--- config.mk ---
export PLATFORM = sky130hd
export DESIGN_NAME = load_extract
export DESIGN_NICKNAME = d
export VERILOG_FILES = /design/src/source/lsu_pkg.sv /design/src/source/load_extract.sv
export SDC_FILE = /design/constraint.sdc
export NUM_CORES = 1
export LEC_CHECK = 0
export ABC_CLOCK_PERIOD_IN_PS = 1570
export BUFFER_PORTS_ARGS = -buffer_cell sky130_fd_sc_hd__buf_2
export CAP_MARGIN = 20
export CORE_MARGIN = 4
export CORE_UTILIZATION = 41
export DETAILED_ROUTE_END_ITERATION = 8
export GPL_TIMING_DRIVEN = 0
export PLACE_DENSITY = 0.88
export SETUP_SLACK_MARGIN = 0.05
export SLEW_MARGIN = 0
export SYNTH_ARGS = -nofsm -noshare
export SYNTH_HDL_FRONTEND = slang
export SYNTH_SLANG_ARGS = --single-unit
--- constraint.sdc ---
create_clock -name vclk -period 1.57
set_input_delay 0.0785 -clock vclk [all_inputs]
set_output_delay 0.0785 -clock vclk [all_outputs]
set_load 0.03 [all_outputs]
--- src/source/lsu_pkg.sv ---
`default_nettype none

package lsu_pkg;

  // data path and byte lanes
  localparam int XLEN       = 64;
  localparam int STRB_W     = XLEN / 8;

  // 4 KiB of byte-addressed data memory
  localparam int ADDR_W     = 12;
  localparam int RAM_DEPTH  = 512;
  localparam int WORD_IDX_W = 9;

  // slave response delay of 0..15 cycles
  localparam int WAIT_W     = 4;

  // loads first, then stores
  typedef enum logic [3:0] {
    OP_LB  = 4'd0,
    OP_LH  = 4'd1,
    OP_LW  = 4'd2,
    OP_LD  = 4'd3,
    OP_LBU = 4'd4,
    OP_LHU = 4'd5,
    OP_LWU = 4'd6,
    OP_SB  = 4'd7,
    OP_SH  = 4'd8,
    OP_SW  = 4'd9,
    OP_SD  = 4'd10
  } lsu_op_e;

  typedef enum logic [1:0] {
    ST_IDLE   = 2'd0,
    ST_WAIT   = 2'd1,
    ST_ACCESS = 2'd2,
    ST_DONE   = 2'd3
  } lsu_state_e;

  // one memory request as issued by the core
  typedef struct packed {
    lsu_op_e             op;
    logic [ADDR_W-1:0]   addr;
    logic [XLEN-1:0]     wdata;
  } lsu_req_t;

  // word-wide port into the data RAM
  typedef struct packed {
    logic                  en;
    logic                  we;
    logic [WORD_IDX_W-1:0] idx;
    logic [STRB_W-1:0]     strb;
    logic [XLEN-1:0]       wdata;
  } ram_port_t;

endpackage

`default_nettype wire

--- src/source/load_extract.sv ---
`timescale 1ns/1ps
`default_nettype none

module load_extract (
  input  lsu_pkg::lsu_req_t        req_i,
  input  logic [lsu_pkg::XLEN-1:0] rdata_i,
  output logic [lsu_pkg::XLEN-1:0] data_o
);
  import lsu_pkg::*;

  logic [2:0]      off;
  logic [XLEN-1:0] sh;

  assign off = req_i.addr[2:0];

  // addressed byte down to lane 0
  assign sh = rdata_i >> {off, 3'b000};

  always_comb begin
    case (req_i.op)
      // signed loads replicate the top loaded bit
      OP_LB: begin
        data_o = {{(XLEN-8){sh[7]}}, sh[7:0]};
      end
      OP_LH: begin
        data_o = {{(XLEN-16){sh[15]}}, sh[15:0]};
      end
      OP_LW: begin
        data_o = {{(XLEN-32){sh[31]}}, sh[31:0]};
      end
      // unsigned loads
      OP_LBU: begin
        data_o = {{(XLEN-8){1'b0}}, sh[7:0]};
      end
      OP_LHU: begin
        data_o = {{(XLEN-16){1'b0}}, sh[15:0]};
      end
      OP_LWU: begin
        data_o = {{(XLEN-32){1'b0}}, sh[31:0]};
      end
      // LD keeps the whole word and stores never use the result
      default: begin
        data_o = sh;
      end
    endcase
  end

endmodule

`default_nettype wire

==> results of run 1 <==
-- cell families (layout without fill, tap and decap cells) --
| logic type | Yosys count | count (layout) | synth area share [%] |
|---|---|---|---|
| and+or+nand+nor | 99 | 100 | 22.37 |
| muxes | 82 | 82 | 48.37 |
| buffers and inverters | 37 | 212 | 11.76 |
| other | 0 | 1 | 0 |
| AOI/OAI and AO/OA | 57 | 57 | 17.50 |
-- routing by layer --
| metal | vias to the layer above | part of all wire [%] |
|---|---|---|
| li1 | 1476 | - |
| met1 | 1788 | 33 |
| met2 | 528 | 42 |
| met3 | 160 | 15 |
| met4 | 0 | 9.3 |
| met5 | - | 0 |
-- final timing paths --
check        start    endpoint  slack, ps  depth (start not counted)
max      req_i[64]  data_o[25]       -160                          7
min    rdata_i[62]  data_o[62]        620                          4
-- cells in the mapped netlist --
master	n	area share [%]
mux4_2	25	23
nor4b_1	2	0.73
a21oi_1	2	0.41
o211ai_2	1	0.52
a31oi_1	5	1.3
mux2_2	28	13
nor3_1	1	0.21
buf_12	1	0.83
nand2b_1	4	1.0
nand2_1	35	5.4
buf_4	9	2.8
nor4_1	1	0.26
nor2_2	3	0.78
buf_6	8	3.7
buf_2	10	2.1
nor2b_1	9	2.3
clkinv_1	1	0.16
o2111ai_1	2	0.73
nor3_2	1	0.41
and3_1	1	0.26
nand4_1	32	8.3
nor2_1	4	0.62
nor4_4	1	0.88
buf_8	2	1.2
o21ai_0	5	1.0
o21ai_1	4	0.83
a22oi_1	8	2.5
a22oi_2	1	0.52
a211o_1	1	0.36
o2bb2ai_1	10	3.6
nand3_1	4	0.83
a32oi_1	2	0.73
buf_1	1	0.16
o211ai_1	16	5.0
clkbuf_1	5	0.78
mux2i_1	29	12
nand3b_1	1	0.31
-- through the flow --
step / hold WS [ps] / cell area (sq um) / utilization, % / power (uW)
detailed placement: 604.1 / 3179 / 56.69 / 1402
floorplan: 435.2 / 2416 / - / 962.1
CTS: 567.3 / 3914 / 69.79 / 1676
global route: 629.0 / 4474 / 79.79 / 2017
global placement: 603.3 / 3172 / 56.56 / 1393
finish: 623.2 / 4477 / 79.83 / 1978
-- final cells by class --
type	instances	area (sq um)
buffer	36	494.2
fill	336	1131
timing repair buffer	175	1480
multi-input combinational	239	2406
tap	72	90.09
antenna	1	2.502
inverter	1	3.754
-- power groups by stage --
stage / Sequential, uW / Combinational, uW / Clock [uW]
floorplan: 0 / 962 / 0
global placement: 0 / 1390 / 0
detailed placement: 0 / 1400 / 0
CTS: 0 / 1680 / 0
global route: 0 / 2020 / 0
finish: 0 / 1980 / 0.0000852
-- repair_timing --
action | 4_1_cts | 5_1_grt
buffers inserted | 10 | 19
pin swaps | 19 | 31
endpoints found under the setup margin | 63 | 63
gates cloned | 8 | 7
resized for setup | 158 | 89
==> qor.yml, run 1 <==
outcome: "finished with violations"
violations: "negative setup slack"
seqCellArea_sq_um: 0
p_seq_share_pct: 0
synth_warnings: 0
cp_slowest_cell: "mux4_2"
grt.busiest_layer: "met2"
syn_area_sq_mm: 0.002416
finalCritPeriodShare_pct: 110.0
pwr-share-comb_pct: 100.0
routed_wl_um: 15470
num_vias: 3952
crit_type: "input port to output pin"
initial_utilization_pct: 43.08
drive_above_1_share_pct: 66.52
slew_headroom_pct: 62.82
synth.net_count: 419
grt_max_degree: 11
hold_class: "input port to output pin"
synth.distinct_cells: 37
slew_viol_final: 0
path_buf_inv: 3
clkPwrFrac_pct: 0
max-cap-violations: 0
internal_power_uw: 888.7
grt_pass1_vias: 3595
place_ws_ps: -307.0
ir_drop_mv: 0.2755
rsz0062_at_grt: "yes"
slowest_delay_ps: 520
dp_cells: 481
antenna_found_initial: 0
grt_util_met3_pct: 7.458
finalSetupViolCount: 51
grt_first_pass_wirelength_um: 19220
ant_nets: 0
syn_to_final_growth_pct: 85.29
design.die.area_sq_mm: 0.007185
nClkBuffers: 0
final_common_cell: "buf_2"
grt_usage_pct: 33.45
layout_setup_ws_ps: -156.2
met2_usage_pct: 52.10
yosysSeqAreaShare_pct: 0
grt-ovfl-total: 0
drtIter0Drc: 759
powerDensity_mw_per_mm2: 441.9
io_pins: 208
tns_ps: -2430
die_w_um: 84.77
cts_hold_buf: 0
rows: 27
required_ps: 1490
crit_arrival_ps: 1650
core_sq_mm: 0.005608
met1_usage_pct: 41.50
syn_inst: 275
cp-start-kind: "input port"
drc: 0
endpoint_kind: "output pin"
post_drt_wl_per_cell_um: 29.53
critPathTopFamily: "multiplexers"
synth_area_per_cell_sq_um: 8.786
fp.dieH_um: 84.77
crit_chain: "buf_12, buf_12, mux4_2, nor2b_1, a31oi_1, o211ai_1, buf_4"
port-buffer-count: 133
seq_cells: 0
worst_pin_slew_ps: 557.7
hold_violations: 0
fin_nets: 597
fmax_mhz: 579.3
crit_top_cell: "buf_12"
leakagePower_uw: 0.002053
layoutNonFillerInstCount: 524
power_switching_uw: 1089
gp_congestion: 0.9774
cp_max_fo: 8
hpwlAfterDp_um: 8306
firstDrtPassIters: 5
mostFrequentLayoutCells: "72 x buf_2, 59 x buf_6, 48 x buf_4, 34 x nand2_1, 32 x nand4_1"
viasPerCell: 7.542
swShare_pct: 55.07
final.min_clock_period_ps: 1726
Power figures use the tool's default switching activity.
==> run 2: changes to the inputs <==
--- a/config.mk
+++ b/config.mk
@@ -12,7 +12,7 @@
 export CORE_UTILIZATION = 41
 export DETAILED_ROUTE_END_ITERATION = 8
 export GPL_TIMING_DRIVEN = 0
-export PLACE_DENSITY = 0.88
+export PLACE_DENSITY = 0.95
 export SETUP_SLACK_MARGIN = 0.05
 export SLEW_MARGIN = 0
 export SYNTH_ARGS = -nofsm -noshare
==> qor.yml, run 2 (synthesis gave the netlist of run 1 again) <==
cp-start-kind: "input port"  # unchanged
final.min_clock_period_ps: 1675  # was 1726 ps
required_ps: 1490  # about the same
ant_nets: 0  # unchanged
hpwlAfterDp_um: 8463  # was 8306 um
seq_cells: 0  # unchanged
routed_wl_um: 15400  # was 15470 um
core_sq_mm: 0.005608  # unchanged
finalCritPeriodShare_pct: 106.7  # was 110.0%
syn_to_final_growth_pct: 86.33  # was 85.29%
drtIter0Drc: 691  # was 759
post_dp_cell_area_sq_mm: 0.003179  # unchanged
viasPerCell: 7.650  # was 7.542
ir_drop_mv: 0.3256  # was 0.2755 mV
fillCellCount: 303  # was 336
hold_class: "input port to output pin"  # unchanged
port-buffer-count: 133  # unchanged
slew_headroom_pct: 58.55  # was 62.82%
mostFrequentLayoutCells: "72 x buf_2, 56 x buf_4, 56 x buf_6, 32 x nand4_1, 31 x nand2_1"  # was 72 x buf_2, 59 x buf_6, 48 x buf_4, 34 x nand2_1, 32 x nand4_1
violations: "negative setup slack"  # unchanged
diodes: 0  # was 1
antenna_found_initial: 0  # unchanged
grt_first_pass_wirelength_um: 18710  # was 19220 um
fin_area_sq_mm: 0.004502  # was 0.004477 sq mm
finalSetupViolCount: 47  # was 51
nClkBuffers: 0  # unchanged
powerDensity_mw_per_mm2: 440.8  # was 441.9 mW/mm^2
whs_ps: 585.5  # was 623.2 ps
rsz0062_at_grt: "yes"  # unchanged
final_common_cell: "buf_2"  # unchanged
fp.dieH_um: 84.77  # unchanged
endpoint_kind: "output pin"  # unchanged
die_w_um: 84.77  # unchanged
crit_type: "input port to output pin"  # unchanged
grt_pass1_vias: 3490  # was 3595
design.die.area_sq_mm: 0.007185  # unchanged
dp_cells: 481  # unchanged
seqCellArea_sq_um: 0  # unchanged
grt_max_degree: 11  # unchanged
worst_pin_slew_ps: 618.3  # was 557.7 ps
grt-ovfl-total: 0  # unchanged
holdPathEnd: "data_o[61]"  # was data_o[62]
cp_max_fo: 6  # was 8
layout_setup_ws_ps: -104.9  # was -156.2 ps
layoutNonFillerInstCount: 528  # was 524
crit_arrival_ps: 1600  # was 1650 ps
max-cap-violations: 0  # unchanged
num_vias: 4039  # was 3952
firstDrtPassIters: 7  # was 5
leakagePower_uw: 0.002074  # was 0.002053 uW
rows: 27  # unchanged
gp_congestion: 0.9655  # was 0.9774
slew_viol_final: 0  # unchanged
hold_violations: 0  # unchanged
io_pins: 208  # unchanged
post_drt_wl_per_cell_um: 29.16  # was 29.53 um
fmax_mhz: 597.1  # was 579.3 MHz
drc: 0  # unchanged
hp-start: "rdata_i[61]"  # was rdata_i[62]
fin_nets: 602  # was 597
drive_above_1_share_pct: 67.32  # was 66.52%
outcome: "finished with violations"  # unchanged
whs_path_depth: 4  # unchanged
initial_utilization_pct: 43.08  # unchanged
grt_usage_pct: 32.37  # was 33.45%
finalPower_uw: 1984  # was 1978 uW
## run 2: cell types whose count changed in the layout (fill, tap and decap cells not counted), moves of 2 or more
cell      previous run  this run
buf_4               48        56
mux2_2              17        21
mux2_4              11         7
buf_6               59        56
buf_8                6         9
nand2_1             34        31
nand2_2              1         4
nor2_2               4         1
clkbuf_4             4         2
mux2i_1             20        22
## run 2: worst max-delay path by stage
stage              start          to  slack, ps  cells past startpoint
6_report       req_i[66]  data_o[17]       -100                      9
3_5_place_dp   req_i[64]  data_o[50]       -270                      8
2_1_floorplan  req_i[65]  data_o[17]         60                      6
5_1_grt        req_i[65]  data_o[16]       -140                      9
3_3_place_gp   req_i[64]  data_o[62]       -300                      8
4_1_cts        req_i[66]  data_o[22]        -40                      9
## run 2: worst max-delay path, cell delays in order
cell	delay, ps
buf_8	100
buf_8	130
buf_12	140
buf_12	130
buf_4	140
mux4_2	270
a22oi_1	230
o211ai_1	170
buf_4	210
## run 2: layer usage
layer	vias up	routed length, um	GRT usage, %	part of all wire [%]
met5	-	0	0	0
met4	0	1407	15.97	9.1
met3	171	2695	5.790	18
met2	582	6402	52.38	42
met1	1796	4893	41.28	32
li1	1490	-	-	-
## run 2: cell type report
type	instances	area [sq um]	area share, %
buffer	35	478.0	10.62
inverter	1	3.754	0.08338
multi-input combinational	238	2380	52.86
tap	72	90.09	2.001
timing repair buffer	182	1550	34.44
## run 2: where the power goes
part | total [uW] | switching (uW) | internal [uW] | leakage (uW)
clock | 0 | 0 | 0 | 0
sequential | 0 | 0 | 0 | 0
combinational | 1980 | 1090 | 892 | 0.00207
total | 1980 | 1090 | 892 | 0.00207
## run 2: what timing repair did
| item | 4_1_cts | 5_1_grt |
|---|---|---|
| resized for setup | 152 | 81 |
| pin swaps | 16 | 41 |
| endpoints found under the hold margin | 0 | 0 |
| hold buffers | 0 | 0 |
| buffers inserted | 18 | 19 |
| endpoints found under the setup margin | 63 | 63 |
| gates cloned | 2 | 9 |
## run 2: through the flow
stage | util [%] | worst slack (ps) | setup TNS [ps]
after floorplan | - | 55.46 | 0
after CTS | 69.37 | -42.74 | -135.4
after detailed placement | 56.69 | -272.6 | -11050
after global routing | 80.28 | -143.0 | -4343
after global placement | 56.56 | -297.6 | -11040
final | 80.28 | -104.9 | -2115
