--- config.mk ---
export PLATFORM = sky130hd
export DESIGN_NAME = wait_timer
export DESIGN_NICKNAME = d
export VERILOG_FILES = /design/src/source/lsu_pkg.sv /design/src/source/wait_timer.sv
export SDC_FILE = /design/constraint.sdc
export NUM_CORES = 1
export LEC_CHECK = 0
export BUFFER_PORTS_ARGS = -buffer_cell sky130_fd_sc_hd__buf_2
export CAP_MARGIN = 20
export CORE_AREA = 2 2 39 41
export CTS_BUF_LIST = sky130_fd_sc_hd__clkbuf_4
export CTS_CLUSTER_DIAMETER = 150
export DETAILED_ROUTE_END_ITERATION = 10
export DIE_AREA = 0 0 41 43
export PLACE_DENSITY = 0.47
export SKIP_CTS_REPAIR_TIMING = 1
export SYNTH_ARGS = -nofsm -noshare
export SYNTH_HDL_FRONTEND = slang
export SYNTH_SLANG_ARGS = --single-unit
export TNS_END_PERCENT = 50
--- constraint.sdc ---
create_clock -name clk -period 1.9 [get_ports clk]
set_input_delay 0.095 -clock clk [delete_from_list [all_inputs] [get_ports clk]]
set_output_delay 0.095 -clock clk [all_outputs]
set_load 0.02 [all_outputs]
--- src/source/lsu_pkg.sv ---
`default_nettype none

package lsu_pkg;

  // data path and byte lanes
  localparam int XLEN       = 64;
  localparam int STRB_W     = XLEN / 8;

  // 4 KiB of byte-addressed data memory
  localparam int ADDR_W     = 12;
  localparam int RAM_DEPTH  = 512;
  localparam int WORD_IDX_W = 9;

  // slave response delay of 0..15 cycles
  localparam int WAIT_W     = 4;

  // loads first, then stores
  typedef enum logic [3:0] {
    OP_LB  = 4'd0,
    OP_LH  = 4'd1,
    OP_LW  = 4'd2,
    OP_LD  = 4'd3,
    OP_LBU = 4'd4,
    OP_LHU = 4'd5,
    OP_LWU = 4'd6,
    OP_SB  = 4'd7,
    OP_SH  = 4'd8,
    OP_SW  = 4'd9,
    OP_SD  = 4'd10
  } lsu_op_e;

  typedef enum logic [1:0] {
    ST_IDLE   = 2'd0,
    ST_WAIT   = 2'd1,
    ST_ACCESS = 2'd2,
    ST_DONE   = 2'd3
  } lsu_state_e;

  // one memory request as issued by the core
  typedef struct packed {
    lsu_op_e             op;
    logic [ADDR_W-1:0]   addr;
    logic [XLEN-1:0]     wdata;
  } lsu_req_t;

  // word-wide port into the data RAM
  typedef struct packed {
    logic                  en;
    logic                  we;
    logic [WORD_IDX_W-1:0] idx;
    logic [STRB_W-1:0]     strb;
    logic [XLEN-1:0]       wdata;
  } ram_port_t;

endpackage

`default_nettype wire

--- src/source/wait_timer.sv ---
`timescale 1ns/1ps
`default_nettype none

module wait_timer (
  input  logic                       clk,
  input  logic                       rst_n_i,
  input  logic                       start_i,
  input  logic [lsu_pkg::WAIT_W-1:0] count_i,
  output logic                       expired_o
);
  import lsu_pkg::*;

  logic [WAIT_W-1:0] cnt_q;
  logic              busy_q;

  // zero count expires in the start cycle itself
  // otherwise the last busy cycle, count cycles after start
  assign expired_o = start_i ? (count_i == '0) : (busy_q && (cnt_q == '0));

  always_ff @(posedge clk) begin
    if (!rst_n_i) begin
      busy_q <= 1'b0;
      cnt_q  <= '0;
    end else if (start_i) begin
      busy_q <= (count_i != '0);
      // first busy cycle already counts as one
      cnt_q  <= count_i - 1'b1;
    end else if (busy_q) begin
      if (cnt_q == '0) begin
        busy_q <= 1'b0;
      end else begin
        cnt_q <= cnt_q - 1'b1;
      end
    end
  end

endmodule

`default_nettype wire

==> summary.txt, run 1 <==
Detailed routing
  • Remaining DRCs: 0
  • Via count: 312
  • Final WL: 713 um
  • Wirelength per Cell: 11.88 um
  • Violation count after the first detailed-route iteration: 14
  • Antenna Nets Post-Route: 0
  • Via/cell ratio: 5.200
  • DRT Pass-1 Iters: 4

Floorplanning
  • Die height: 43 um
  • Chip width: 41 um
  • Initial Utilization: 22.51%
  • # IOs: 8
  • Die area: 1763 um^2
  • Core area: 1384 um^2
  • FP Rows: 14

Setup path
  • Worst R2R Path Depth: 5
  • Data arrival, critical path: 1.66 ns
  • Slowest Stage Delay on Critical Path: 0.34 ns
  • Slowest cell on the critical path: dfxtp_1
  • FF-to-FF setup slack: 0.40 ns
  • Crit path max-delay family: simple AND/OR/NAND/NOR gates
  • Worst path required time: 2.05 ns
  • Crit path cell chain: mux2i_1 -> ha_1 -> nand2_1 -> or3_1 -> a221oi_1
  • Buf+Inv Stages, Crit Path: 0
  • Crit-path max FO: 5
  • CP startpoint kind: register
  • Worst Setup Path Type: reg2reg
  • WP depth: 5
  • Crit end category: register

STA
  • Worst slew pin tran: 0.2881 ns
  • Final period util: 79.21%
  • Slew margin rel.: 80.76%
  • Fmax: 664.5 MHz
  • Final hold vios: 0
  • Final worst slack: 0.3951 ns
  • Slew Viols, Final: 0
  • Setup Total Neg Slack: 0 ns
  • Post-layout minimum cycle time: 1.505 ns
  • Final setup violation count: 0
  • Worst Hold Margin: 0.1348 ns
  • RSZ-0062 raised after global routing: no
  • Fin Clk Skew: 0.007533 ns

Cells and area
  • Number of diodes: 0
  • Fin nets: 53
  • Layout cells sized above 1: 31.82%
  • Fillers: 155
  • Area Overhead vs Synth: 25.70%

Yosys
  • Yosys reg bits: 5
  • Sequential fraction of the synthesis area: 32.13%
  • Synth warn: 0
  • Mux contribution to synthesized area: 12.85%
  • Avg Inst Size Synth: 9.163 um^2
  • Post-Synthesis Cells: 34
  • Post-Syn Nets: 42
  • Post-Synth XOR/XNOR Area: 2.811%
  • Synthesized-area fraction occupied by and/or/nand/nor cells: 21.69%
  • Complex-gate fraction of the synthesized area: 23.69%
  • Area share of fa/ha/maj cells after synthesis: 4.016%
  • Post-synth EDFFs: 0
  • Post-synth top flop: dfxtp_1
  • Cell Area, Synth: 311.5 um^2
  • Asr flop ratio synth: 0%
  • Main combinational cell family by area after synthesis: compound AO/OA/AOI/OAI gates
  • Distinct cells, synth: 22

GRT
  • GR Util met1: 11.25%
  • GR Util met3: 7.853%
  • Largest net degree at the start of global routing: 14
  • Global-route wire length before repair: 1.179 mm
  • Total grt overflow: 0
  • Busiest grt layer: met2
  • Grt met2 use: 15.00%
  • Initial antenna violation count: 0
  • Vias in the first global route: 284
  • GRT Util Overall: 10.44%

Power
  • Peak VDD IR: 377.8 uV
  • Leakage: 0.1712 nW
  • PwrDens: 872.9 nW/um^2
  • Power, Total: 0.0003418 W

Placed design
  • Port buffer count: 7
  • DP Wirelength: 514.4 um
  • Place WS: 0.3278 ns
  • RD Place Congestion: 0.6844

CTS
  • Reg clk slew, reported paths: 0.05 ns
  • CTS Root Cell: clkbuf_4
  • CTS Buffer Depth: 2
  • Total CTS buffers: 3
  • H-tree depth: 1
  • TritonCTS clock tree: built
  • Clk_lat worst skew: 0.25 ns
  • Clock Sinks: 5

Outcome
  • Run status: finished, final reports clean

Flow run
  • Max Cap Viol: 0

Hold path
  • Min-Delay Path Class: in2reg
  • Worst hold stages: 2
[metrics by stage]
stage | area, um^2 | util, % | std cells
floorplan | 311.5 | - | 34
global placement | 361.6 | 26.13 | 56
detailed placement | 361.6 | 26.13 | 56
CTS | 391.6 | 28.30 | 60
global route | 391.6 | 28.30 | 60
finish | 391.6 | 28.30 | 60
[cells in the mapped netlist, drive strengths merged, types with 2 or more instances]
cell / count / area (um^2)
dfxtp: 5 / 100.1
mux2i: 4 / 40.04
nand2: 3 / 11.26
nor2: 3 / 11.26
nor3: 2 / 10.01
[cell usage in the layout, fill, tap and decap left out, types with 2 or more instances in the layout]
cell type,count
clkbuf_4,4
buf_2,7
mux2i_1,4
nor2_1,3
nor3_1,2
nand2_1,3
dfxtp_1,5
[state kept, by name, summed over array words and instances (netlist names)]
signal	cells
busy_q	1
cnt_q	4
[kinds of logic after synthesis]
| group | count (synthesis) |
|---|---|
| simple gates | 12 |
| compound gates | 9 |
| flops | 5 |
| mux | 4 |
| buf+inv | 2 |
| xor+xnor | 1 |
| fa+ha+maj | 1 |
[per-layer routing]
metal | vias to the layer above | part of all wire (%)
met4 | 0 | 0
met5 | - | 0
met1 | 141 | 40
li1 | 152 | -
met2 | 19 | 47
met3 | 0 | 13
[area by class of cell]
class	instances	area, um^2	share of cell area (%)
Inverter	1	3.754	0.9585
Tap cell	16	20.02	5.112
Clock buffer	4	30.03	7.668
Multi-Input combinational cell	27	202.7	51.76
Sequential cell	5	100.1	25.56
Timing Repair Buffer	7	35.03	8.946
[power breakdown]
part	leakage, nW	switching, W	internal (W)
sequential	0.0416	0.0000137	0.000117
clock	0.0184	0.0000472	0.0000939
combinational	0.111	0.0000346	0.0000353
[worst paths after layout]
kind,end,startpoint
hold reg to reg,cnt_q[0]$_SDFFE_PN0P_,cnt_q[0]$_SDFFE_PN0P_
setup reg to reg,cnt_q[2]$_SDFFE_PN0P_,cnt_q[0]$_SDFFE_PN0P_
hold / removal,cnt_q[1]$_SDFFE_PN0P_,rst_n_i
setup / recovery,cnt_q[2]$_SDFFE_PN0P_,cnt_q[0]$_SDFFE_PN0P_
No activity file was read; power rests on OpenSTA's default activity.
==> inputs of run 2 (changes only) <==
PLACE_DENSITY = 0.48   (was 0.47)
clock period = 1.28 ns   (was 1.9 ns; I/O delays follow)
==> run 2 against run 1 <==
Against the previous run: the flow now finishes with violations (negative setup slack); hold slack got worse by 0.034 ns; core utilization increased by 5.9 points; largest cell class unchanged; count of clock-buffer cells in the layout unchanged; first-iteration DRC count decreased by 21%; register-to-register slack got worse by 0.54 ns; clock skew decreased by 0.0061 ns; via count increased by 9.3%; global-route usage decreased by 0.49 points; critical endpoint unchanged; routed wire length increased by 19%.
==> summary.txt, run 2 (synthesis gave the netlist of run 1 again) <==
Outcome
  • Run status: complete, but fails checks
  • Failing checks: negative setup slack

Floorplanning
  • FP Rows: 14 (unchanged)
  • Die height: 43 um (unchanged)
  • Core area: 1384 um^2 (unchanged)
  • Initial Utilization: 22.51% (unchanged)
  • Chip width: 41 um (unchanged)
  • Die area: 1763 um^2 (unchanged)
  • # IOs: 8 (unchanged)

Placed design
  • DP Wirelength: 594.4 um (+16%)
  • RD Place Congestion: 0.6907 (+0.92%)
  • Inst Count DP: 63 (+13%)
  • Port buffer count: 7 (unchanged)
  • Place WS: -0.1472 ns (-0.4749 ns)

STA
  • Final period util: 111.5% (+32 points)
  • Worst slew pin tran: 0.2689 ns (-0.01917 ns)
  • Slew Viols, Final: 0 (unchanged)
  • Fin Clk Skew: 0.001417 ns (-0.006116 ns)
  • RSZ-0062 raised after global routing: yes
  • Final setup violation count: 3 (+3)
  • Final hold vios: 0 (unchanged)
  • Final worst slack: -0.1466 ns (-0.5417 ns)
  • Fmax: 701.0 MHz (+5.5%)
  • Slew margin rel.: 82.04% (+1.3 points)
  • Post-layout minimum cycle time: 1.427 ns (-0.07830 ns)

Detailed routing
  • Via count: 341 (+9.3%)
  • Via/cell ratio: 5.015 (-3.6%)
  • Violation count after the first detailed-route iteration: 11 (-3)
  • Final WL: 847 um (+19%)
  • Antenna Nets Post-Route: 0 (unchanged)
  • Remaining DRCs: 0 (unchanged)
  • Wirelength per Cell: 12.46 um (+4.8%)
  • DRT Pass-1 Iters: 4 (unchanged)

CTS
  • Clock Sinks: 5 (unchanged)
  • CTS Root Cell: clkbuf_4
  • Total CTS buffers: 3 (unchanged)
  • Reg clk slew, reported paths: 0.04 ns (about the same)
  • TritonCTS clock tree: built
  • H-tree depth: 1 (unchanged)
  • CTS Buffer Depth: 2 (unchanged)
  • Clk_lat worst skew: 0.24 ns (about the same)

GRT
  • GR Util met1: 12.58% (+1.3 points)
  • Vias in the first global route: 276 (-2.8%)
  • Grt met2 use: 13.13% (-1.9 points)
  • Global-route wire length before repair: 1.131 mm (-4.1%)
  • Busiest grt layer: met2
  • Total grt overflow: 0 (unchanged)
  • Largest net degree at the start of global routing: 9 (-5)
  • GR Util met3: 9.424% (+1.6 points)
  • GRT Util Overall: 9.950% (-0.49 points)
  • Initial antenna violation count: 0 (unchanged)

Setup path
  • Crit-path max FO: 5 (unchanged)
  • Data arrival, critical path: 1.58 ns (-0.08 ns)
  • Worst Setup Path Type: reg2reg
  • Crit end category: register
  • CP startpoint kind: register
  • CP Launch Point: cnt_q[0]$_SDFFE_PN0P_
  • Worst r2r src: cnt_q[0]$_SDFFE_PN0P_
  • Worst path required time: 1.43 ns (-0.62 ns)

Cells and area
  • Most flop-heavy register: cnt_q
  • Final Instance Count excl. Fillers: 68 (+13%)
  • Largest regs: cnt_q (4), busy_q (1)
  • Number of diodes: 0 (unchanged)
  • Commonest non-fill, non-tap cell in the layout: buf_4
  • Final Util: 34.18% (+5.9 points)
  • Most frequent cells in the layout: buf_4, buf_2, dfxtp_1, clkbuf_4
  • Fin nets: 61 (+15%)
  • Area Overhead vs Synth: 51.81%
  • Largest register FFs: 4 (unchanged)
  • Layout cells sized above 1: 51.92% (+20 points)

Power
  • Internal: 0.0003980 W (+62%)
  • Net Sw Frac: 27.69% (-0.25 points)
  • Leakage: 0.2105 nW (+23%)
  • Clock Power Share: 37.1% (-4.2 points)
  • Combinational power share: 27.8% (+7.4 points)
  • PwrDens: 1164 nW/um^2 (+33%)
  • Sequential Power Share: 35.1% (-3.2 points)
  • Sw Pwr: 0.0001524 W (+60%)
  • Peak VDD IR: 515.5 uV (+36%)

Hold path
  • Hold Startpoint: rst_n_i
  • Min-Delay Path Class: in2reg

Flow run
  • Max Cap Viol: 0 (unchanged)
## run 2: changes by cell type in the layout (fill, tap and decap cells not counted), sizes merged
cell / before / now
buf: 7 / 15
## run 2: worst paths after layout
path / to / slack [ns] / depth (start not counted)
worst min-delay path: cnt_q[1]$_SDFFE_PN0P_ / 0.10 / 2
worst min register to register: cnt_q[0]$_SDFFE_PN0P_ / 0.50 / 2
worst max register to register: cnt_q[2]$_SDFFE_PN0P_ / -0.15 / 5
worst max-delay path: cnt_q[2]$_SDFFE_PN0P_ / -0.15 / 5
## run 2: layout make-up
class / instances / area (um^2)
Timing Repair Buffer: 15 / 95.09
Sequential cell: 5 / 101.3
Fill cell: 149 / 910.9
Multi-Input combinational cell: 27 / 222.7
Inverter: 1 / 3.754
Clock buffer: 4 / 30.03
Tap cell: 16 / 20.02
## run 2: critical path, stage by stage (launching register included)
cell and delay [ns]:
dfxtp_2 0.33, mux2i_2 0.18, ha_2 0.20, nand2_1 0.06
or3_1 0.33, a221oi_2 0.23
## run 2: routing by layer
metal / share of wire, % / vias up
met1: 44 / 156
li1: - / 173
met3: 10 / 0
met4: 0 / 0
met2: 46 / 12
met5: 0 / -
## run 2: stage by stage
stage | TNS [ns] | cell area, um^2 | total power [W] | hold WS (ns)
after global placement | -0.1543 | 417.9 | 0.0003313 | 0.3491
final | -0.2482 | 473.0 | 0.0005504 | 0.1003
after detailed placement | -0.1774 | 417.9 | 0.0003286 | 0.3509
after global routing | -0.5453 | 473.0 | 0.0005961 | 0.1046
after CTS | -0.2680 | 447.9 | 0.0005361 | 0.09833
after floorplan | -0.05675 | 315.3 | 0.0002710 | 0.1952
## run 2: power by group through the flow
| stage | Sequential (W) | Combinational (W) | Clock (W) |
|---|---|---|---|
| finish | 0.000193 | 0.000153 | 0.000204 |
| global placement | 0.000196 | 0.000135 | 0 |
| CTS | 0.000193 | 0.000134 | 0.000210 |
| detailed placement | 0.000195 | 0.000133 | 0 |
| global route | 0.000196 | 0.000167 | 0.000233 |
| floorplan | 0.000192 | 0.0000787 | 0 |
