[config.mk]
export PLATFORM = sky130hd
export DESIGN_NAME = store_align
export DESIGN_NICKNAME = d
export VERILOG_FILES = /design/src/source/lsu_pkg.sv /design/src/source/store_align.sv
export SDC_FILE = /design/constraint.sdc
export NUM_CORES = 1
export LEC_CHECK = 0
export BUFFER_PORTS_ARGS = -buffer_cell sky130_fd_sc_hd__buf_2
export CORE_MARGIN = 1
export CORE_UTILIZATION = 40
export DETAILED_ROUTE_END_ITERATION = 10
export PLACE_DENSITY_LB_ADDON = 0.1
export RECOVER_POWER = 100
export REMOVE_ABC_BUFFERS = 1
export SYNTH_ARGS = -nofsm -noshare
export SYNTH_HDL_FRONTEND = slang
export SYNTH_SLANG_ARGS = --single-unit
[constraint.sdc]
create_clock -name vclk -period 3.1
set_clock_uncertainty 0.1 [all_clocks]
set_input_delay 0.93 -clock vclk [all_inputs]
set_output_delay 0.93 -clock vclk [all_outputs]
set_load 0.01 [all_outputs]
[src/source/lsu_pkg.sv]
`default_nettype none

package lsu_pkg;

  // data path and byte lanes
  localparam int XLEN       = 64;
  localparam int STRB_W     = XLEN / 8;

  // 4 KiB of byte-addressed data memory
  localparam int ADDR_W     = 12;
  localparam int RAM_DEPTH  = 512;
  localparam int WORD_IDX_W = 9;

  // slave response delay of 0..15 cycles
  localparam int WAIT_W     = 4;

  // loads first, then stores
  typedef enum logic [3:0] {
    OP_LB  = 4'd0,
    OP_LH  = 4'd1,
    OP_LW  = 4'd2,
    OP_LD  = 4'd3,
    OP_LBU = 4'd4,
    OP_LHU = 4'd5,
    OP_LWU = 4'd6,
    OP_SB  = 4'd7,
    OP_SH  = 4'd8,
    OP_SW  = 4'd9,
    OP_SD  = 4'd10
  } lsu_op_e;

  typedef enum logic [1:0] {
    ST_IDLE   = 2'd0,
    ST_WAIT   = 2'd1,
    ST_ACCESS = 2'd2,
    ST_DONE   = 2'd3
  } lsu_state_e;

  // one memory request as issued by the core
  typedef struct packed {
    lsu_op_e             op;
    logic [ADDR_W-1:0]   addr;
    logic [XLEN-1:0]     wdata;
  } lsu_req_t;

  // word-wide port into the data RAM
  typedef struct packed {
    logic                  en;
    logic                  we;
    logic [WORD_IDX_W-1:0] idx;
    logic [STRB_W-1:0]     strb;
    logic [XLEN-1:0]       wdata;
  } ram_port_t;

endpackage

`default_nettype wire

[src/source/store_align.sv]
`timescale 1ns/1ps
`default_nettype none

module store_align (
  input  lsu_pkg::lsu_req_t          req_i,
  output logic [lsu_pkg::STRB_W-1:0] strb_o,
  output logic [lsu_pkg::XLEN-1:0]   wdata_o,
  output logic                       misaligned_o
);
  import lsu_pkg::*;

  logic [2:0]        off;
  logic [1:0]        size;
  logic [STRB_W-1:0] base_strb;

  // byte lane within the word
  assign off = req_i.addr[2:0];

  // log2 of access bytes for both loads and stores
  always_comb begin
    case (req_i.op)
      OP_LB, OP_LBU, OP_SB: size = 2'd0;
      OP_LH, OP_LHU, OP_SH: size = 2'd1;
      OP_LW, OP_LWU, OP_SW: size = 2'd2;
      default:              size = 2'd3;
    endcase
  end

  // lane mask at offset 0 plus the natural alignment check
  always_comb begin
    case (size)
      2'd0: begin
        base_strb    = 8'h01;
        misaligned_o = 1'b0;
      end
      2'd1: begin
        base_strb    = 8'h03;
        misaligned_o = off[0];
      end
      2'd2: begin
        base_strb    = 8'h0f;
        misaligned_o = (off[1:0] != 2'd0);
      end
      default: begin
        base_strb    = 8'hff;
        misaligned_o = (off != 3'd0);
      end
    endcase
  end

  // move mask and data up to the addressed lane
  assign strb_o  = base_strb << off;
  assign wdata_o = req_i.wdata << {off, 3'b000};

endmodule

`default_nettype wire

==> impl_summary.txt, run 1 <==
----------------------------------------------------
[Placement]
  Placed instance count ... 475
  Count of buffers inserted at the top-level ports ... 144
  Global placement routability congestion ... 0.796
  DP Wirelength ... 5960 µm

[Synth]
  Synth Cell Area ... 2020 µm²
  Post-Synthesis Cells ... 238
  Distinct cells, synth ... 42
  Top-area cell type share of the netlist area ... 23.8%
  Mean instance size in the synthesized netlist ... 8.47 µm²
  Top cells by area in the synthesized netlist ... mux2i_1, mux4_2, mux2_2, a2bb2oi_1, and2_1
  Register area share after synthesis ... 0%
  Cell type with the largest total area after synthesis ... mux2i_1
  Synth warn ... 0

[Timing]
  Final worst path period share ... 102%
  Final worst-path setup slack ... -0.0544 ns
  Total Negative Setup Slacks ... -0.258 ns
  Relative slew slack ... 76.4%
  Endpoints failing hold ... 0
  Post-layout min period ... 3.15 ns
  Highest achievable clock rate ... 317 MHz
  Slew at the pin with the worst max-slew slack ... 0.354 ns
  Total setup violations reported at the end of the flow ... 10
  Unrepaired setup endpoints after global routing ... true
  Final Max Slew Viols ... 0

[Power and ir drop]
  Power per cell area ... 178 nW/µm²
  Leak ... 1.80 nW
  VDD IR max ... 107 µV

[Min path]
  Class of the worst hold path ... in2out
  Origin of the worst min-delay path ... req_i[3]

[Cells and area]
  Register Area ... 0 µm²
  Non-filler instance count after layout ... 496
  Net count, final ... 511
  Most used cells in the layout excluding fill and tap cells ... buf_2, buf_4, mux2i_1
  Number of sequential storage elements ... 0
  Count of clock buffers in the final design ... 0
  Most common cell after layout, fill and taps aside ... buf_2
  Antenna Diode Count ... 0
  Relative area change from synthesis to final layout ... 85.1%
  Filler Cells Inserted ... 330
  Fraction of layout instances using a drive strength above 1 ... 64.1%

[Die]
  Initial standard-cell utilization of the core ... 42.1%
  Area of the die ... 5330 µm²
  Die width ... 73.0 µm
  Total core area ... 4790 µm²
  Top Ports ... 153
  Row Count ... 25
  Die Ht ... 73.0 µm

[Drt]
  Total vias in the final route ... 2,827
  First-pass iteration count of the detailed router ... 4
  Post-route DRC violation count ... 0
  Routed length per placed instance ... 17.6 µm
  DR iter-0 viols ... 131
  Final ANT Viol Nets ... 0
  Total routed wirelength ... 8710 µm
  Via density per instance ... 5.70

[Global route]
  Grt ovf ... 0
  Number of antenna violations at the first check in global routing ... 0
  Maximum number of pins on one net before global-route repair ... 18
  Via count of the first global-routing pass ... 2,556
  Overall fraction of global-route tracks in use ... 28.9%
  Wire length of the first global-routing pass ... 12,200 µm

[Critical path]
  Category of the worst setup path launch point ... primary input
  CP required ... 2.07 ns
  Slowest library cell on the worst path ... mux2_2
  Origin of the worst setup path ... req_i[64]
  Worst Path Class, Setup ... in2out
  Most used cell along the critical path ... buf_12
  Worst Path Arrival ... 2.12 ns
  Worst path top cell family by delay ... multiplexers
  Longest individual stage delay on the worst path ... 0.29 ns
  Number of buffers and inverters on the critical path ... 4
  Worst-path cell chain ... buf_12, buf_12, buf_12, mux2i_2, mux2i_1, mux2_2, buf_6
  Endpoint type of the worst setup path ... output port
  Largest driver fanout on the critical path ... 7

[Clock tree]
  # hold bufs at CTS ... 0

[Run]
  Max-Cap Viols ... 0

[Run status]
  Result of the run ... finished with violations
  Violated checks ... negative setup slack

----------------------------------------------------
tightest hold or removal path, delay by kind of cell:
kind / cells / cell delay [ns]
and+or+nand+nor: 1 / 0.12
buffers and inverters: 2 / 0.23
power by group:
part	internal [mW]	total, mW	switching (mW)	leakage (nW)
Combinational	0.364	0.664	0.300	1.80
Clock	0	0	0	0
Sequential	0	0	0	0
Total	0.364	0.664	0.300	1.80
cells by family (layout without fill, tap and decap cells):
| family | after synthesis | count (layout) | synth area share, % |
|---|---|---|---|
| buffers and inverters | 30 | 221 | 9.25 |
| multiplexers | 83 | 83 | 52.3 |
| AND/OR/NAND/NOR | 65 | 65 | 17.0 |
| XOR/XNOR | 1 | 1 | 0.435 |
| AO/OA/AOI/OAI | 59 | 59 | 21.0 |
cells in the mapped netlist (2+ instances only):
cell type / count
nor3_1: 3
mux2i_1: 48
nand2_1: 10
o21ai_1: 2
nor2b_1: 5
o22ai_1: 17
o221ai_1: 2
o21ai_0: 8
a2bb2oi_1: 14
buf_4: 7
mux2_2: 19
o21a_1: 2
buf_1: 2
a21o_1: 2
clkbuf_1: 7
mux4_2: 16
buf_6: 5
or2_2: 5
buf_2: 8
o31ai_1: 2
and2_1: 18
nor2_1: 16
per-layer routing:
metal / vias to the layer above / global-route usage, % / share of wire, %
li1: 1316 / - / -
met1: 1374 / 38.0 / 40
met2: 120 / 49.8 / 52
met3: 17 / 3.45 / 5.9
met4: 0 / 7.63 / 2.0
met5: - / 0 / 0
cell type report:
| class | count | area (µm²) | share of cell area, % |
|---|---|---|---|
| well taps | 67 | 83.8 | 2.25 |
| multi-input cells | 208 | 2060 | 55.2 |
| inverters | 1 | 5.00 | 0.134 |
| repair buffers | 220 | 1580 | 42.4 |
per-stage QoR:
stage / utilization (%) / hold slack (ns) / total power, mW / worst slack (ns) / area (µm²)
after floorplan: - / 1.81 / 0.247 / -0.0593 / 1830
after global placement: 65.6 / 2.10 / 0.524 / -0.107 / 3140
after detailed placement: 65.6 / 2.10 / 0.532 / -0.125 / 3140
after CTS: 71.1 / 2.11 / 0.587 / -0.0503 / 3400
after global routing: 78.0 / 2.13 / 0.704 / -0.0654 / 3730
final: 78.0 / 2.11 / 0.664 / -0.0544 / 3730
path summary, 6_finish.rpt:
path  cells past startpoint  slack (ns)          end
max                       7       -0.05  wdata_o[61]
min                       3        2.11   wdata_o[3]
repair_timing:
item,4_1_cts,5_1_grt
gates cloned,3,2
setup buffers,8,8
pin swaps,1,7
endpoints found under the setup margin,29,33
gates resized for setup,30,56
(Power assumes the default switching activity.)
==> run 2: changes to the inputs <==
--- a/config.mk
+++ b/config.mk
@@ -9,9 +9,10 @@
 export CORE_MARGIN = 1
 export CORE_UTILIZATION = 40
 export DETAILED_ROUTE_END_ITERATION = 10
-export PLACE_DENSITY_LB_ADDON = 0.1
+export PLACE_DENSITY = 0.85
 export RECOVER_POWER = 100
 export REMOVE_ABC_BUFFERS = 1
+export SLEW_MARGIN = 15
 export SYNTH_ARGS = -nofsm -noshare
 export SYNTH_HDL_FRONTEND = slang
 export SYNTH_SLANG_ARGS = --single-unit
==> impl_summary.txt, run 2 (same netlist as run 1, synthesis figures left out) <==
----------------------------------------------------
[Run status]
  Result of the run ... finished with violations
  Violated checks ... negative setup slack

[Run]
  Max-Cap Viols ... 0

[Cells and area]
  Register Area ... 0 µm²
  Most common cell after layout, fill and taps aside ... buf_2
  Count of clock buffers in the final design ... 0
  Antenna Diode Count ... 0
  Fraction of layout instances using a drive strength above 1 ... 68.5%
  Non-filler instance count after layout ... 493
  Net count, final ... 508
  Most used cells in the layout excluding fill and tap cells ... buf_2, buf_4, mux2i_1
  Number of sequential storage elements ... 0
  Utilization after layout ... 78.4%
  Filler Cells Inserted ... 318
  Relative area change from synthesis to final layout ... 86.2%

[Critical path]
  Worst Path Arrival ... 2.12 ns
  Largest driver fanout on the critical path ... 6
  CP required ... 2.07 ns
  Endpoint type of the worst setup path ... output port
  Category of the worst setup path launch point ... primary input
  Worst Path Class, Setup ... in2out

[Timing]
  Unrepaired setup endpoints after global routing ... true
  Final worst path period share ... 102%
  Final Max Slew Viols ... 0
  Post-layout min period ... 3.15 ns
  Total setup violations reported at the end of the flow ... 11
  Highest achievable clock rate ... 318 MHz
  Endpoints failing hold ... 0
  Relative slew slack ... 78.2%
  Final worst-path setup slack ... -0.0484 ns
  Slew at the pin with the worst max-slew slack ... 0.318 ns

[Min path]
  Worst hold stages ... 3
  Min-Delay Endpoint ... wdata_o[6]
  Origin of the worst min-delay path ... req_i[6]
  Class of the worst hold path ... in2out

[Die]
  Top Ports ... 153
  Row Count ... 25
  Initial standard-cell utilization of the core ... 42.1%
  Total core area ... 4790 µm²
  Die width ... 73.0 µm
  Die Ht ... 73.0 µm
  Area of the die ... 5330 µm²

[Global route]
  Via count of the first global-routing pass ... 2,790
  Number of antenna violations at the first check in global routing ... 0
  Grt ovf ... 0
  Wire length of the first global-routing pass ... 12,800 µm
  Maximum number of pins on one net before global-route repair ... 17
  Overall fraction of global-route tracks in use ... 30.6%

[Drt]
  Total routed wirelength ... 9000 µm
  Via density per instance ... 5.89
  Final ANT Viol Nets ... 0
  Routed length per placed instance ... 18.2 µm
  First-pass iteration count of the detailed router ... 4
  DR iter-0 viols ... 176
  Total vias in the final route ... 2,906
  Post-route DRC violation count ... 0

[Placement]
  Placed instance count ... 472
  DP Wirelength ... 6100 µm
  Global placement routability congestion ... 0.893
  Count of buffers inserted at the top-level ports ... 144

[Power and ir drop]
  Power per cell area ... 180 nW/µm²
  Total Power Consumption ... 0.676 mW
  Leak ... 1.82 nW
  VDD IR max ... 103 µV

----------------------------------------------------
-- run 2: worst max-delay path by stage --
stage,start,end
final,req_i[64],wdata_o[62]
after global routing,req_i[64],wdata_o[56]
after CTS,req_i[64],wdata_o[59]
after global placement,req_i[65],wdata_o[56]
after detailed placement,req_i[65],wdata_o[60]
after floorplan,req_i[66],strb_o[4]
-- run 2: metal layers --
layer	up-vias	wire length, µm	track usage, %
met5	-	0	0
met4	0	299	10.2
met3	28	493	1.66
met2	153	4860	57.4
met1	1414	3350	36.8
li1	1311	-	-
-- run 2: power breakdown --
group | switching [mW] | internal [mW]
Combinational | 0.311 | 0.366
Sequential | 0 | 0
Clock | 0 | 0
Total | 0.311 | 0.366
-- run 2: worst max-delay path, cell delays in order --
cell and delay (ns):
buf_12 0.13, buf_12 0.14, mux4_2 0.51, mux2_4 0.28, buf_6 0.12
-- run 2: what timing repair did --
item / 4_1_cts / 5_1_grt
endpoints found under the setup margin: 30 / 44
pin swaps: 0 / 6
buffers inserted: 13 / 5
hold buffers: 0 / 0
resized for setup: 36 / 64
gates cloned: 2 / 1
-- run 2: final cells by class --
type	count	area, µm²	share of cell area, %
multi-input cells	208	2140	57.1
repair buffers	217	1520	40.5
well taps	67	83.8	2.23
inverters	1	3.75	0.100
-- run 2: through the flow --
step	TNS [ns]	hold slack (ns)	instance area (µm²)	setup WS, ns
after floorplan	-0.683	1.81	1830	-0.0593
after detailed placement	-1.99	2.10	3080	-0.131
final	-0.308	2.12	3750	-0.0484
after CTS	-0.144	2.11	3400	-0.0433
after global routing	-1.08	2.13	3750	-0.103
after global placement	-1.39	2.10	3080	-0.111
==> run 3: changes to the inputs <==
--- a/config.mk
+++ b/config.mk
@@ -12,6 +12,7 @@
 export PLACE_DENSITY = 0.85
 export RECOVER_POWER = 100
 export REMOVE_ABC_BUFFERS = 1
+export SETUP_SLACK_MARGIN = 0.1
 export SLEW_MARGIN = 15
 export SYNTH_ARGS = -nofsm -noshare
 export SYNTH_HDL_FRONTEND = slang
==> impl_summary.txt, run 3 (same netlist as run 1, synthesis figures left out) <==
----------------------------------------------------
[Drt]
  Final ANT Viol Nets ... 0
  Routed length per placed instance ... 25.9 µm
  Total routed wirelength ... 13,100 µm
  Total vias in the final route ... 3,373
  DR iter-0 viols ... 308
  Via density per instance ... 6.68
  Post-route DRC violation count ... 0
  First-pass iteration count of the detailed router ... 5

[Global route]
  Met2 track demand over resource ... 63.2%
  Maximum number of pins on one net before global-route repair ... 13
  Met1 usage ... 39.1%
  Number of antenna violations at the first check in global routing ... 0
  Global-route track usage on met3 ... 3.59%
  Wire length of the first global-routing pass ... 14,000 µm
  Overall fraction of global-route tracks in use ... 33.5%
  Layer carrying the most global-route usage ... met2
  Grt ovf ... 0
  Via count of the first global-routing pass ... 2,929

[Die]
  Initial standard-cell utilization of the core ... 42.1%
  Top Ports ... 153
  Die width ... 73.0 µm
  Die Ht ... 73.0 µm
  Area of the die ... 5330 µm²
  Total core area ... 4790 µm²
  Row Count ... 25

[Placement]
  Global placement routability congestion ... 0.893
  DP Wirelength ... 6100 µm
  Count of buffers inserted at the top-level ports ... 144
  Pre-CTS setup slack ... -0.131 ns
  Placed instance count ... 472

[Timing]
  Post-layout min period ... 3.22 ns
  Total setup violations reported at the end of the flow ... 22
  Final Max Slew Viols ... 0
  Highest achievable clock rate ... 311 MHz
  Hold Slack ... 2.13 ns
  Endpoints failing hold ... 0
  Relative slew slack ... 76.6%
  Slew at the pin with the worst max-slew slack ... 0.349 ns
  Total Negative Setup Slacks ... -1.25 ns
  Final worst path period share ... 104%
  Unrepaired setup endpoints after global routing ... true
  Final worst-path setup slack ... -0.115 ns

[Cells and area]
  Relative area change from synthesis to final layout ... 118%
  Non-filler instance count after layout ... 505
  Most common cell after layout, fill and taps aside ... buf_2
  Register Area ... 0 µm²
  Fraction of layout instances using a drive strength above 1 ... 76.3%
  Most used cells in the layout excluding fill and tap cells ... buf_2, buf_4, buf_6
  Net count, final ... 520
  Number of sequential storage elements ... 0
  Count of clock buffers in the final design ... 0
  Antenna Diode Count ... 0

[Critical path]
  Endpoint type of the worst setup path ... output port
  Worst-path cell chain ... buf_2, and3b_1, buf_4, o31ai_1, o211ai_1, buf_2
  Category of the worst setup path launch point ... primary input
  CP required ... 2.07 ns
  Largest driver fanout on the critical path ... 9
  Worst Path Class, Setup ... in2out
  Most used cell along the critical path ... buf_2
  Longest individual stage delay on the worst path ... 0.31 ns
  Worst Path Arrival ... 2.19 ns
  Slowest library cell on the worst path ... o31ai_1

[Power and ir drop]
  Leak ... 2.02 nW
  VDD IR max ... 127 µV
  Power per cell area ... 191 nW/µm²
  Total Power Consumption ... 0.838 mW

[Run status]
  Result of the run ... finished with violations
  Violated checks ... negative setup slack

[Min path]
  Class of the worst hold path ... in2out

[Run]
  Max-Cap Viols ... 0

----------------------------------------------------
[run 3: path summary, 6_finish.rpt]
| check | end | from | cells after the start |
|---|---|---|---|
| setup / recovery | strb_o[4] | req_i[78] | 6 |
| hold / removal | wdata_o[6] | req_i[6] | 3 |
[run 3: area by class of cell]
class,count,area (µm²)
Multi-Input combinational cell,208,2420
Fill cell,177,394
Timing Repair Buffer,229,1890
Inverter,1,3.75
Tap cell,67,83.8
[run 3: where the power goes]
| part | total [mW] | switching, mW | leakage [nW] | internal [mW] |
|---|---|---|---|---|
| Clock | 0 | 0 | 0 | 0 |
| Combinational | 0.838 | 0.394 | 2.02 | 0.445 |
| Sequential | 0 | 0 | 0 | 0 |
[run 3: timing repair]
action,4_1_cts,5_1_grt
setup endpoints to repair,63,67
setup buffers,21,10
gates resized for setup,75,123
hold endpoints to repair,0,0
hold buffers,0,0
gates cloned,4,1
pin swaps,11,28
[run 3: routing by layer]
layer  routed length [µm]  share of wire [%]
met5                    0                  0
met4                 1020                7.8
met3                 1290                9.8
met2                 6280                 48
met1                 4500                 34
[run 3: critical path, delay by kind of cell]
kind            cells  cell delay (ns)
compound gates      2             0.48
buf+inv             3             0.52
simple gates        1             0.24
[run 3: per-stage QoR]
stage | utilization (%) | cell area, µm²
finish | 91.8 | 4390
global route | 91.8 | 4390
CTS | 77.2 | 3690
detailed placement | 64.4 | 3080
global placement | 64.4 | 3080
floorplan | - | 1830
